### src/verilog/axi_lite_pkg.sv
package axi_lite_pkg;

    // read response codes
    localparam logic [1:0] RESP_OKAY   = 2'b00;
    localparam logic [1:0] RESP_SLVERR = 2'b10;

    // read address channel, master to slave
    typedef struct packed {
        logic [63:0] araddr;
        logic        arvalid;
    } axi_ar_req_t;

    // read data channel, slave to master
    typedef struct packed {
        logic [63:0] rdata;
        logic [1:0]  rresp;   // OKAY or SLVERR
        logic        rlast;   // single beat, always set by the slave
        logic        rvalid;
    } axi_r_rsp_t;

endpackage

### src/verilog/fetch_pkg.sv
package fetch_pkg;

    typedef logic [63:0] pc_t;
    typedef logic [31:0] inst_t;

    // one fetched word as the core sees it
    typedef struct packed {
        pc_t   pc;
        inst_t inst;   // zero when err is set
        logic  err;    // slave error or bus timeout
    } fetch_pkt_t;

    typedef enum logic [1:0] {
        IDLE,
        ADDR,      // arvalid up, waiting for arready
        DATA,      // rready up, waiting for the last beat
        DELIVER    // packet held until the core takes it
    } fetch_state_t;

    localparam pc_t RESET_PC = 64'h0000_0000_8000_0000;

    // bus watchdog
    localparam int unsigned TIMER_W = 7;
    localparam logic [TIMER_W-1:0] BUS_TIMEOUT = 7'd64;

endpackage

### src/verilog/bus_timer.sv
`timescale 1ns/1ps

module bus_timer (
    input  logic clk,
    input  logic rst_n,
    input  logic run,
    output logic expired
);
    import fetch_pkg::*;

    logic [TIMER_W-1:0] count;

    // saturates at the limit, cleared whenever the bus is idle
    always_ff @(posedge clk or negedge rst_n) begin
        if (!rst_n) begin
            count <= '0;
        end else if (!run) begin
            count <= '0;
        end else if (count != BUS_TIMEOUT) begin
            count <= count + 1'b1;
        end
    end

    assign expired = (count == BUS_TIMEOUT);   // held until run drops

endmodule

### src/verilog/fetch_ctrl.sv
`timescale 1ns/1ps

module fetch_ctrl (
    input  logic clk,
    input  logic rst_n,
    input  logic fetch_en,
    input  logic arready,
    input  logic rvalid,
    input  logic rlast,
    input  logic timer_expired,
    input  logic inst_ready,
    output logic arvalid,
    output logic rready,
    output logic inst_valid,
    output logic timer_run,
    output logic capture,
    output logic pc_advance
);
    import fetch_pkg::*;

    fetch_state_t state;
    fetch_state_t state_nxt;
    logic         beat_done;   // last read beat seen
    logic         accepted;    // core took the packet

    assign beat_done = rvalid && rlast;
    assign accepted  = inst_valid && inst_ready;

    always_ff @(posedge clk or negedge rst_n) begin
        if (!rst_n) begin
            state <= IDLE;
        end else begin
            state <= state_nxt;
        end
    end

    // one transaction at a time, address then data then delivery
    always_comb begin
        state_nxt = state;
        case (state)
            IDLE: begin
                if (fetch_en) begin
                    state_nxt = ADDR;
                end
            end
            ADDR: begin
                // timeout wins over a late arready
                if (timer_expired) begin
                    state_nxt = DELIVER;
                end else if (arready) begin
                    state_nxt = DATA;
                end
            end
            DATA: begin
                if (beat_done || timer_expired) begin
                    state_nxt = DELIVER;
                end
            end
            DELIVER: begin
                if (accepted) begin
                    state_nxt = fetch_en ? ADDR : IDLE;
                end
            end
            default: begin
                state_nxt = IDLE;
            end
        endcase
    end

    // handshakes come straight from the state
    assign arvalid    = (state == ADDR);
    assign rready     = (state == DATA);
    assign inst_valid = (state == DELIVER);

    // watchdog runs over the whole bus transaction
    assign timer_run = (state == ADDR) || (state == DATA);

    // load the aligner on the good beat or on the error path
    assign capture = ((state == DATA) && beat_done)
                   || (timer_run && timer_expired);

    assign pc_advance = accepted;   // pc moves once per delivered packet

endmodule

### src/verilog/ifu_top.sv
`timescale 1ns/1ps

module ifu_top (
    input  logic                      clk,
    input  logic                      rst_n,
    input  logic                      fetch_en,
    output axi_lite_pkg::axi_ar_req_t ar_req,
    input  logic                      arready,
    input  axi_lite_pkg::axi_r_rsp_t  r_rsp,
    output logic                      rready,
    output fetch_pkg::fetch_pkt_t     inst_pkt,
    output logic                      inst_valid,
    input  logic                      inst_ready,
    input  logic                      redirect_valid,
    input  fetch_pkg::pc_t            redirect_pc
);
    import fetch_pkg::*;

    logic arvalid;
    logic timer_run;
    logic timer_expired;
    logic capture;
    logic pc_advance;
    pc_t  fetch_pc;   // current fetch address, stable until acceptance

    assign ar_req.araddr  = fetch_pc;
    assign ar_req.arvalid = arvalid;

    fetch_ctrl u_ctrl (
        .clk           (clk),
        .rst_n         (rst_n),
        .fetch_en      (fetch_en),
        .arready       (arready),
        .rvalid        (r_rsp.rvalid),
        .rlast         (r_rsp.rlast),
        .timer_expired (timer_expired),
        .inst_ready    (inst_ready),
        .arvalid       (arvalid),
        .rready        (rready),
        .inst_valid    (inst_valid),
        .timer_run     (timer_run),
        .capture       (capture),
        .pc_advance    (pc_advance)
    );

    bus_timer u_timer (
        .clk     (clk),
        .rst_n   (rst_n),
        .run     (timer_run),
        .expired (timer_expired)
    );

    pc_gen u_pc (
        .clk            (clk),
        .rst_n          (rst_n),
        .advance        (pc_advance),
        .redirect_valid (redirect_valid),
        .redirect_pc    (redirect_pc),
        .pc             (fetch_pc)
    );

    inst_align u_align (
        .clk     (clk),
        .rst_n   (rst_n),
        .capture (capture),
        .timeout (timer_expired),
        .pc      (fetch_pc),
        .r_rsp   (r_rsp),
        .pkt     (inst_pkt)
    );

endmodule

### src/verilog/inst_align.sv
`timescale 1ns/1ps

module inst_align (
    input  logic                      clk,
    input  logic                      rst_n,
    input  logic                      capture,
    input  logic                      timeout,
    input  fetch_pkg::pc_t            pc,
    input  axi_lite_pkg::axi_r_rsp_t  r_rsp,
    output fetch_pkg::fetch_pkt_t     pkt
);
    import axi_lite_pkg::*;
    import fetch_pkg::*;

    logic  err;
    inst_t word;

    // rresp means nothing on a timeout, so err covers both cases
    assign err = timeout || (r_rsp.rresp != RESP_OKAY);

    // pc bit 2 picks the 32-bit lane of the 64-bit beat
    assign word = pc[2] ? r_rsp.rdata[63:32] : r_rsp.rdata[31:0];

    always_ff @(posedge clk or negedge rst_n) begin
        if (!rst_n) begin
            pkt <= '0;
        end else if (capture) begin
            pkt.pc   <= pc;
            pkt.inst <= err ? '0 : word;
            pkt.err  <= err;
        end
    end

endmodule

### src/verilog/pc_gen.sv
`timescale 1ns/1ps

module pc_gen (
    input  logic            clk,
    input  logic            rst_n,
    input  logic            advance,
    input  logic            redirect_valid,
    input  fetch_pkg::pc_t  redirect_pc,
    output fetch_pkg::pc_t  pc
);
    import fetch_pkg::*;

    pc_t target;   // redirect forced to a word boundary
    pc_t pc_nxt;

    assign target = {redirect_pc[63:2], 2'b00};

    // redirect only counts on the accepting cycle
    assign pc_nxt = redirect_valid ? target : pc + 64'd4;

    always_ff @(posedge clk or negedge rst_n) begin
        if (!rst_n) begin
            pc <= RESET_PC;
        end else if (advance) begin
            pc <= pc_nxt;
        end
    end

endmodule
### config.mk
export PLATFORM = sky130hd
export DESIGN_NAME = ifu_top
export DESIGN_NICKNAME = d
export VERILOG_FILES = /design/src/verilog/axi_lite_pkg.sv /design/src/verilog/fetch_pkg.sv /design/src/verilog/bus_timer.sv /design/src/verilog/fetch_ctrl.sv /design/src/verilog/ifu_top.sv /design/src/verilog/inst_align.sv /design/src/verilog/pc_gen.sv
export SDC_FILE = /design/constraint.sdc
export NUM_CORES = 1
export LEC_CHECK = 0
export ABC_CLOCK_PERIOD_IN_PS = 7070
export BUFFER_PORTS_ARGS = -buffer_cell sky130_fd_sc_hd__buf_4
export CORE_MARGIN = 1
export CORE_UTILIZATION = 55
export CTS_CLUSTER_SIZE = 10
export DETAILED_ROUTE_END_ITERATION = 10
export PLACE_DENSITY = 0.87
export SYNTH_ARGS = -nofsm -noshare
export SYNTH_HDL_FRONTEND = slang
export SYNTH_SLANG_ARGS = --single-unit
### constraint.sdc
create_clock -name clk -period 7.07 [get_ports clk]
set_input_delay 1.7675 -clock clk [delete_from_list [all_inputs] [get_ports clk]]
set_output_delay 1.7675 -clock clk [all_outputs]
set_load 0.02 [all_outputs]
==> results of run 1 <==
metrics by stage:
stage                     utilization  hold slack, ns  worst slack (ns)  instances  total power (W)
final                           0.759           0.484              2.75       1395          0.00515
after floorplan                     -           0.533              4.02        911          0.00310
after detailed placement        0.720           0.472              2.43       1362          0.00417
after global routing            0.759           0.506              2.57       1394          0.00541
after global placement          0.720           0.463              2.53       1362          0.00408
after CTS                       0.759           0.486              2.85       1394          0.00514
area by class of cell:
type / count / area share
Antenna cell: 1 / 0.000214
Sequential cell: 166 / 0.355
Timing Repair Buffer: 306 / 0.196
Clock inverter: 11 / 0.0126
Tap cell: 211 / 0.0225
Inverter: 17 / 0.00545
Clock buffer: 21 / 0.0393
Multi-Input combinational cell: 662 / 0.368
worst reg2reg max path: cells and delay by family, from the launching register on:
kind,cells,cell delay (ns)
DFF,1,0.63
and+or+nand+nor,5,2.36
cells by family (layout without fill, tap and decap cells):
| kind of cell | after synthesis | count (layout) | synth area share |
|---|---|---|---|
| other | 1 | 5 | 0.000426 |
| AND/OR/NAND/NOR | 354 | 354 | 0.218 |
| multiplexers | 93 | 93 | 0.113 |
| XOR/XNOR | 6 | 6 | 0.00597 |
| adder cells (fa/ha/maj) | 7 | 7 | 0.00995 |
| AO/OA/AOI/OAI | 198 | 198 | 0.139 |
| buffers and inverters | 83 | 355 | 0.0407 |
| flip-flops | 166 | 166 | 0.472 |
per-layer routing:
layer  GRT usage  vias to the layer above  share of wire
li1            -                     3893              -
met1       0.427                     4204           0.38
met2       0.565                      534           0.48
met3      0.0832                       93           0.10
met4       0.158                        0          0.034
met5           0                        -              0
synthesized netlist by cell type (5+ instances only):
cell / instances
nor2_1: 48
a211oi_1: 9
xnor2_1: 5
dfrtp_1: 165
a21oi_1: 40
o21ai_1: 32
mux2i_1: 40
and2_1: 8
a31oi_1: 8
nand2_1: 83
a2bb2oi_1: 6
mux2_2: 53
nand3_1: 56
nor4_2: 5
nand4_1: 34
o22ai_1: 5
and4_1: 11
and3_1: 18
buf_4: 5
or4_1: 7
clkbuf_1: 51
or3_1: 21
nor3_1: 18
nor4_1: 20
ha_1: 7
o21ai_0: 53
inv_1: 17
power by group through the flow:
stage               registers [W]  logic (W)  clock network, W
finish                    0.00186    0.00233          0.000962
detailed placement        0.00185    0.00231                 0
global route              0.00192    0.00249           0.00101
CTS                       0.00184    0.00233          0.000967
floorplan                 0.00221   0.000889                 0
global placement          0.00183    0.00226                 0
worst max-delay path by stage:
| stage | slack (ns) | endpoint | from | cells past startpoint |
|---|---|---|---|---|
| 6_report | 2.75 | u_pc.pc[62] | redirect_valid | 6 |
| 5_1_grt | 2.57 | u_pc.pc[62] | redirect_valid | 6 |
| 4_1_cts | 2.85 | u_pc.pc[62] | redirect_valid | 6 |
| 3_5_place_dp | 2.43 | u_pc.pc[62] | redirect_valid | 6 |
| 3_3_place_gp | 2.53 | u_pc.pc[38] | redirect_valid | 6 |
| 2_1_floorplan | 4.02 | u_pc.pc[12] | inst_ready | 6 |
state kept, by name, summed over array words and instances (netlist names):
register,cells
u_align.pkt,95
u_timer.count,7
u_ctrl.state,2
u_pc.pc,62
placed cells by master (no fill, tap or decap), types with 5 or more instances in the layout:
master | netlist | final
and2_1 | 8 | 7
buf_4 | 5 | 305
nor4_2 | 5 | 5
a211oi_1 | 9 | 9
or4_1 | 7 | 7
and3_1 | 18 | 18
o21ai_1 | 32 | 32
a2bb2oi_1 | 6 | 6
ha_1 | 7 | 7
inv_1 | 17 | 16
mux2i_1 | 40 | 40
mux2_2 | 53 | 53
a31oi_1 | 8 | 8
nor4_1 | 20 | 20
a21oi_1 | 40 | 40
nor2_1 | 48 | 48
xnor2_1 | 5 | 5
dfrtp_1 | 165 | 164
clkbuf_16 | 0 | 17
or3_1 | 21 | 21
o21ai_0 | 53 | 53
nor3_1 | 18 | 18
nand4_1 | 34 | 34
nand2_1 | 83 | 82
nand3_1 | 56 | 56
o22ai_1 | 5 | 5
and4_1 | 11 | 11
==> metrics, run 1 <==
outcome=complete, no violations; Logic pwr share=0.452; final WL=28100 um; vias per std cell=6.25; Worst setup SP type=input pin; I/O pin count=302; RSZ-0062 raised after global routing=no; Primary FF master, synth=dfrtp_1; cells along the critical path=buf_4 > clkinv_1 > buf_4 > nor2_1 > a311oi_1 > nor3_1; Max-Cap Viols=0; hold depth=2; Yosys warnings=0; post-synthesis cell area=0.00880 mm^2; Via Count=8724; sequential cell area=0.00416 mm^2; antenna violations before repair=1; leading area contributor after synthesis=dfrtp_1; Synth Instances=908; P_sw=0.00219 W; Placed Area=0.0111 mm^2; Worst Path Max Fanout=93; starting density of the core=0.571; Worst R2R Path Depth=5; clock share of power=0.187; Num CTS Buffers=17; post-route cell area=0.0117 mm^2; final setup fails=0; Worst-path clk slew=0.06 ns; worst-margin pin slew=between 1 and 1.5 ns; largest net degree at the start of global routing=102; H-tree Lvls=4; DR DRC count=0; Post-CTS Resized=0; skew final=0.00688 ns; RR Startpoint=u_pc.pc[31]; port bufs=295; final max-slew violation count=0; Final Hold Viols=0; Post-CTS Setup Bufs=0; Layout area overhead=33.0%; vias in the first global route=between 8000 and 9000; Power Dens Cells=440 mW/mm^2; nets=1315; Arr. time, crit path=4.65 ns; share of the synthesized area in the top cell type=0.469; critical path required time=7.40 ns; TritonRoute pass-1 iters=8; max incr delay on CP=between 0.8 and 0.9 ns; hold endpoint=u_align.pkt[38]; sequential cell area fraction in the yosys report=0.472; fin crit period=4.32 ns; filler cell count=between 1000 and 1500; Hold/Removal Path Class=reg2reg; GP Congestion=0.955; hold_sp=u_align.pkt[38]; Starting DRT DRC Count=826; Worst IR Drop VDD=0.000247 V; delay-heaviest family, CP=buffers and inverters; Syn Area/Cell=9.69 um^2; clk buf depth=2; Critical path buffers and inverters=3; dpl hpwl=19500 um; fmax=0.231 GHz; WL/cell=20.1 um; Worst slew margin=0.237; Reg2Reg Setup Slack=3.94 ns; Post-synth EDFFs=0; CTS Sinks=between 150 and 200; clock latency on the worst-skew pair=0.42 ns; grt ovf=0; core area=approximately 0.015 mm^2; Die Span X=129 um; internal power=0.00296 W; total die area=0.0165 mm^2; layout cells sized above 1=0.345; num rows=45; Setup TNS=0 ns; count of different cell masters after synthesis=69; top cells by area, synth=dfrtp_1 (47%), mux2_2 (6.8%), mux2i_1 (4.5%); die height=129 um; Tcrit/Tclk final=0.612; leakage power=about 5.3 nW; Slowest-stage cell, CP=clkinv_1; endpoint class of the critical path=register; global-route wire length before repair=43700 um; sw frac=0.425; hold buffers post-CTS=0; CP dominant cell by count=buf_4; post-route ant nets=0; Setup CP Type=in2reg; Seq pwr share=0.361; area of the multi-input gates=between 0.004 and 0.005 mm^2; critical register-to-register path endpoint=u_pc.pc[44]; clock root buffer=clkbuf_16; gr usage total=0.342; TritonCTS clock tree=built; FF+latch count, synth=166; ys async rst share=1.00
Power figures use the tool's default switching activity.
==> run 2, diff against run 1 <==
ABC_AREA = 1   (was default)
ABC_CLOCK_PERIOD_IN_PS = 3580   (was 7070)
CORE_UTILIZATION = 47   (was 55)
PLACE_DENSITY = 0.77   (was 0.87)
clock period = 3.58 ns   (was 7.07 ns; I/O delays follow)
==> run 2 against run 1 <==
  * Largest cell class unchanged
  * Critical path depth is 5 higher
  * Synthesized area is 11% higher
  * Clock-buffer cell count down 2
  * Synthesized cell count is 56% higher
  * Power increased by 110%
  * Clock power increased by 96%
  * Die area grew 30%
  * Critical endpoint is now u_pc.pc[20]
  * Register-to-register slack got worse by 2.9 ns
==> metrics, run 2 <==
share of the synthesized area in the top cell type=0.422; starting density of the core=0.482; Power Dens Cells=838 mW/mm^2; clock root buffer=clkbuf_16; global-route wire length before repair=51700 um; leading area contributor after synthesis=dfrtp_1; Placed Area=0.0121 mm^2; vias per std cell=5.29; fmax=0.395 GHz; gr usage total=0.309; Worst-path clk slew=about 0.070 ns; Logic pwr share=0.484; Setup TNS=0 ns; Hold/Removal Path Class=in2async; Top reg by flops=u_align.pkt; Num CTS Buffers=17; TritonRoute pass-1 iters=5; post-route ant nets=0; Die Span X=146 um; I/O pin count=302; Post-CTS Setup Bufs=0; die height=146 um; core area=0.0203 mm^2; Arr. time, crit path=~2.9 ns; Largest regs=u_align.pkt x95, u_pc.pc x62, u_timer.count x7; nets=1831; total die area=0.0214 mm^2; Seq pwr share=0.339; pre-CTS setup slack=1.08 ns; dpl hpwl=about 25000 um; sw frac=0.455; P_sw=roughly 0.0048 W; most common cell after layout, fill and taps aside=nand2_1; fin crit period=2.53 ns; top cells by area, synth=dfrtp_1 (42%), nand2_1 (16%), nor2_1 (9.4%); Syn Area/Cell=6.90 um^2; Setup CP Type=reg2reg; final WL=approximately 33000 um; GP Congestion=0.948; grt ovf=0; FF+latch count, synth=166; n_diodes=0; commonest cells after routing, fill and taps aside=nand2_1 (427), buf_4 (309), nor2_1 (244); clock share of power=0.177; Max-Cap Viols=0; DR DRC count=0; layout cells sized above 1=0.236; filler cell count=1907; antenna violations before repair=0; final max-slew violation count=0; WL/cell=between 15 and 20 um; top post-synthesis cells by count=nand2_1 (428), nor2_1 (244), dfrtp_1 (165); vias in the first global route=9673; post-route cell area=0.0127 mm^2; outcome=complete, no violations; flip-flop count of the largest register after layout=95; count of different cell masters after synthesis=35; clock latency on the worst-skew pair=approximately 0.43 ns; Primary FF master, synth=dfrtp_1; clk buf depth=2; port bufs=295; Worst R2R Path Depth=11; Yosys warnings=0; area of the multi-input gates=about 0.0048 mm^2; largest net degree at the start of global routing=84; hold buffers post-CTS=0; Worst Path Max Fanout=37; Total Power=0.0107 W; RSZ-0062 raised after global routing=no; critical path required time=about 3.9 ns; TritonCTS clock tree=built; Synth Instances=approximately 1400; leakage power=6.24 nW; Placed Instances=1937; count leader, synth=nand2_1; Starting DRT DRC Count=786; sequential cell area fraction in the yosys report=0.425; CTS Sinks=roughly 170; Worst IR Drop VDD=0.000396 V; Worst slew margin=0.290; Final Hold Viols=0; Worst setup SP type=register; post-synthesis cell area=between 0.009 and 0.01 mm^2; worst setup margin=between 1 and 1.5 ns; worst-margin pin slew=1.06 ns; final setup fails=0; Tcrit/Tclk final=0.707; Layout area overhead=30.0%; skew final=around 0.0090 ns; ys async rst share=1.00; endpoint class of the critical path=register; sequential cell area=0.00416 mm^2; H-tree Lvls=4; Post-synth EDFFs=0; internal power=around 0.0058 W; Post-CTS Resized=0; Via Count=10402; num rows=52; Finished Layout Cells=1967
## run 2: cell types whose count changed in the layout (fill, tap and decap cells not counted), moves of 23 or more
cell | previous run | this run
mux2_2 | 53 | 0
nor2_1 | 48 | 244
a21oi_2 | 0 | 35
nand3_1 | 56 | 110
a21oi_1 | 40 | 89
o21ai_0 | 53 | 82
o21ai_1 | 32 | 0
nand2_1 | 82 | 427
inv_1 | 16 | 131
mux2i_1 | 40 | 0
nand4_1 | 34 | 11
## run 2: final cells by class
class | count | area share
Clock inverter | 11 | 0.0119
Timing Repair Buffer | 312 | 0.186
Multi-Input combinational cell | 1055 | 0.375
Inverter | 134 | 0.0396
Tap cell | 270 | 0.0266
Sequential cell | 166 | 0.327
Clock buffer | 19 | 0.0340
## run 2: routing by layer
layer	global-route usage	up-vias	share of wire	wire length (um)
met5	0	-	0	0
met4	0.122	0	0.031	1010
met3	0.0572	56	0.074	2450
met2	0.489	443	0.47	15600
met1	0.418	4894	0.42	14000
li1	-	5009	-	-
## run 2: per-stage QoR
step,utilization,hold WS (ns)
after global routing,0.626,0.533
after global placement,0.598,0.491
after detailed placement,0.598,0.494
after CTS,0.626,0.511
after floorplan,-,0.503
final,0.626,0.491
## run 2: critical path: stages (launching register included)
cell and delay [ns]:
dfrtp_1 0.32, buf_4 0.35, ha_1 0.30, inv_1 0.09
nor2_4 0.21, nand3_2 0.22, nor2_1 0.37, inv_1 0.10
o21ai_0 0.20, nand3_1 0.09, o21ai_0 0.12, inv_1 0.06
## run 2: kinds of logic after synthesis
kind of cell             synth area share
AND/OR/NAND/NOR                     0.343
AO/OA/AOI/OAI                       0.131
buffers and inverters              0.0901
flip-flops                          0.425
adder cells (fa/ha/maj)           0.00896
XOR/XNOR                          0.00179
other                            0.000383
## run 2: power by group through the flow
stage / combinational (W) / sequential, W / clock (W)
finish: 0.00516 / 0.00361 / 0.00189
global placement: 0.00505 / 0.00359 / 0
CTS: 0.00517 / 0.00358 / 0.00191
floorplan: 0.00211 / 0.00440 / 0
global route: 0.00560 / 0.00372 / 0.00197
detailed placement: 0.00515 / 0.00360 / 0
## run 2: worst paths after layout
path,from,end,slack [ns]
setup / recovery,u_pc.pc[2],u_pc.pc[20],1.05
hold / removal,rst_n,u_align.pkt[6],0.49
setup reg to reg,u_pc.pc[2],u_pc.pc[20],1.05
hold reg to reg,u_align.pkt[22],u_align.pkt[22],0.51
max in group asynchronous,rst_n,u_align.pkt[74],2.12
min in group clk,u_align.pkt[22],u_align.pkt[22],0.51
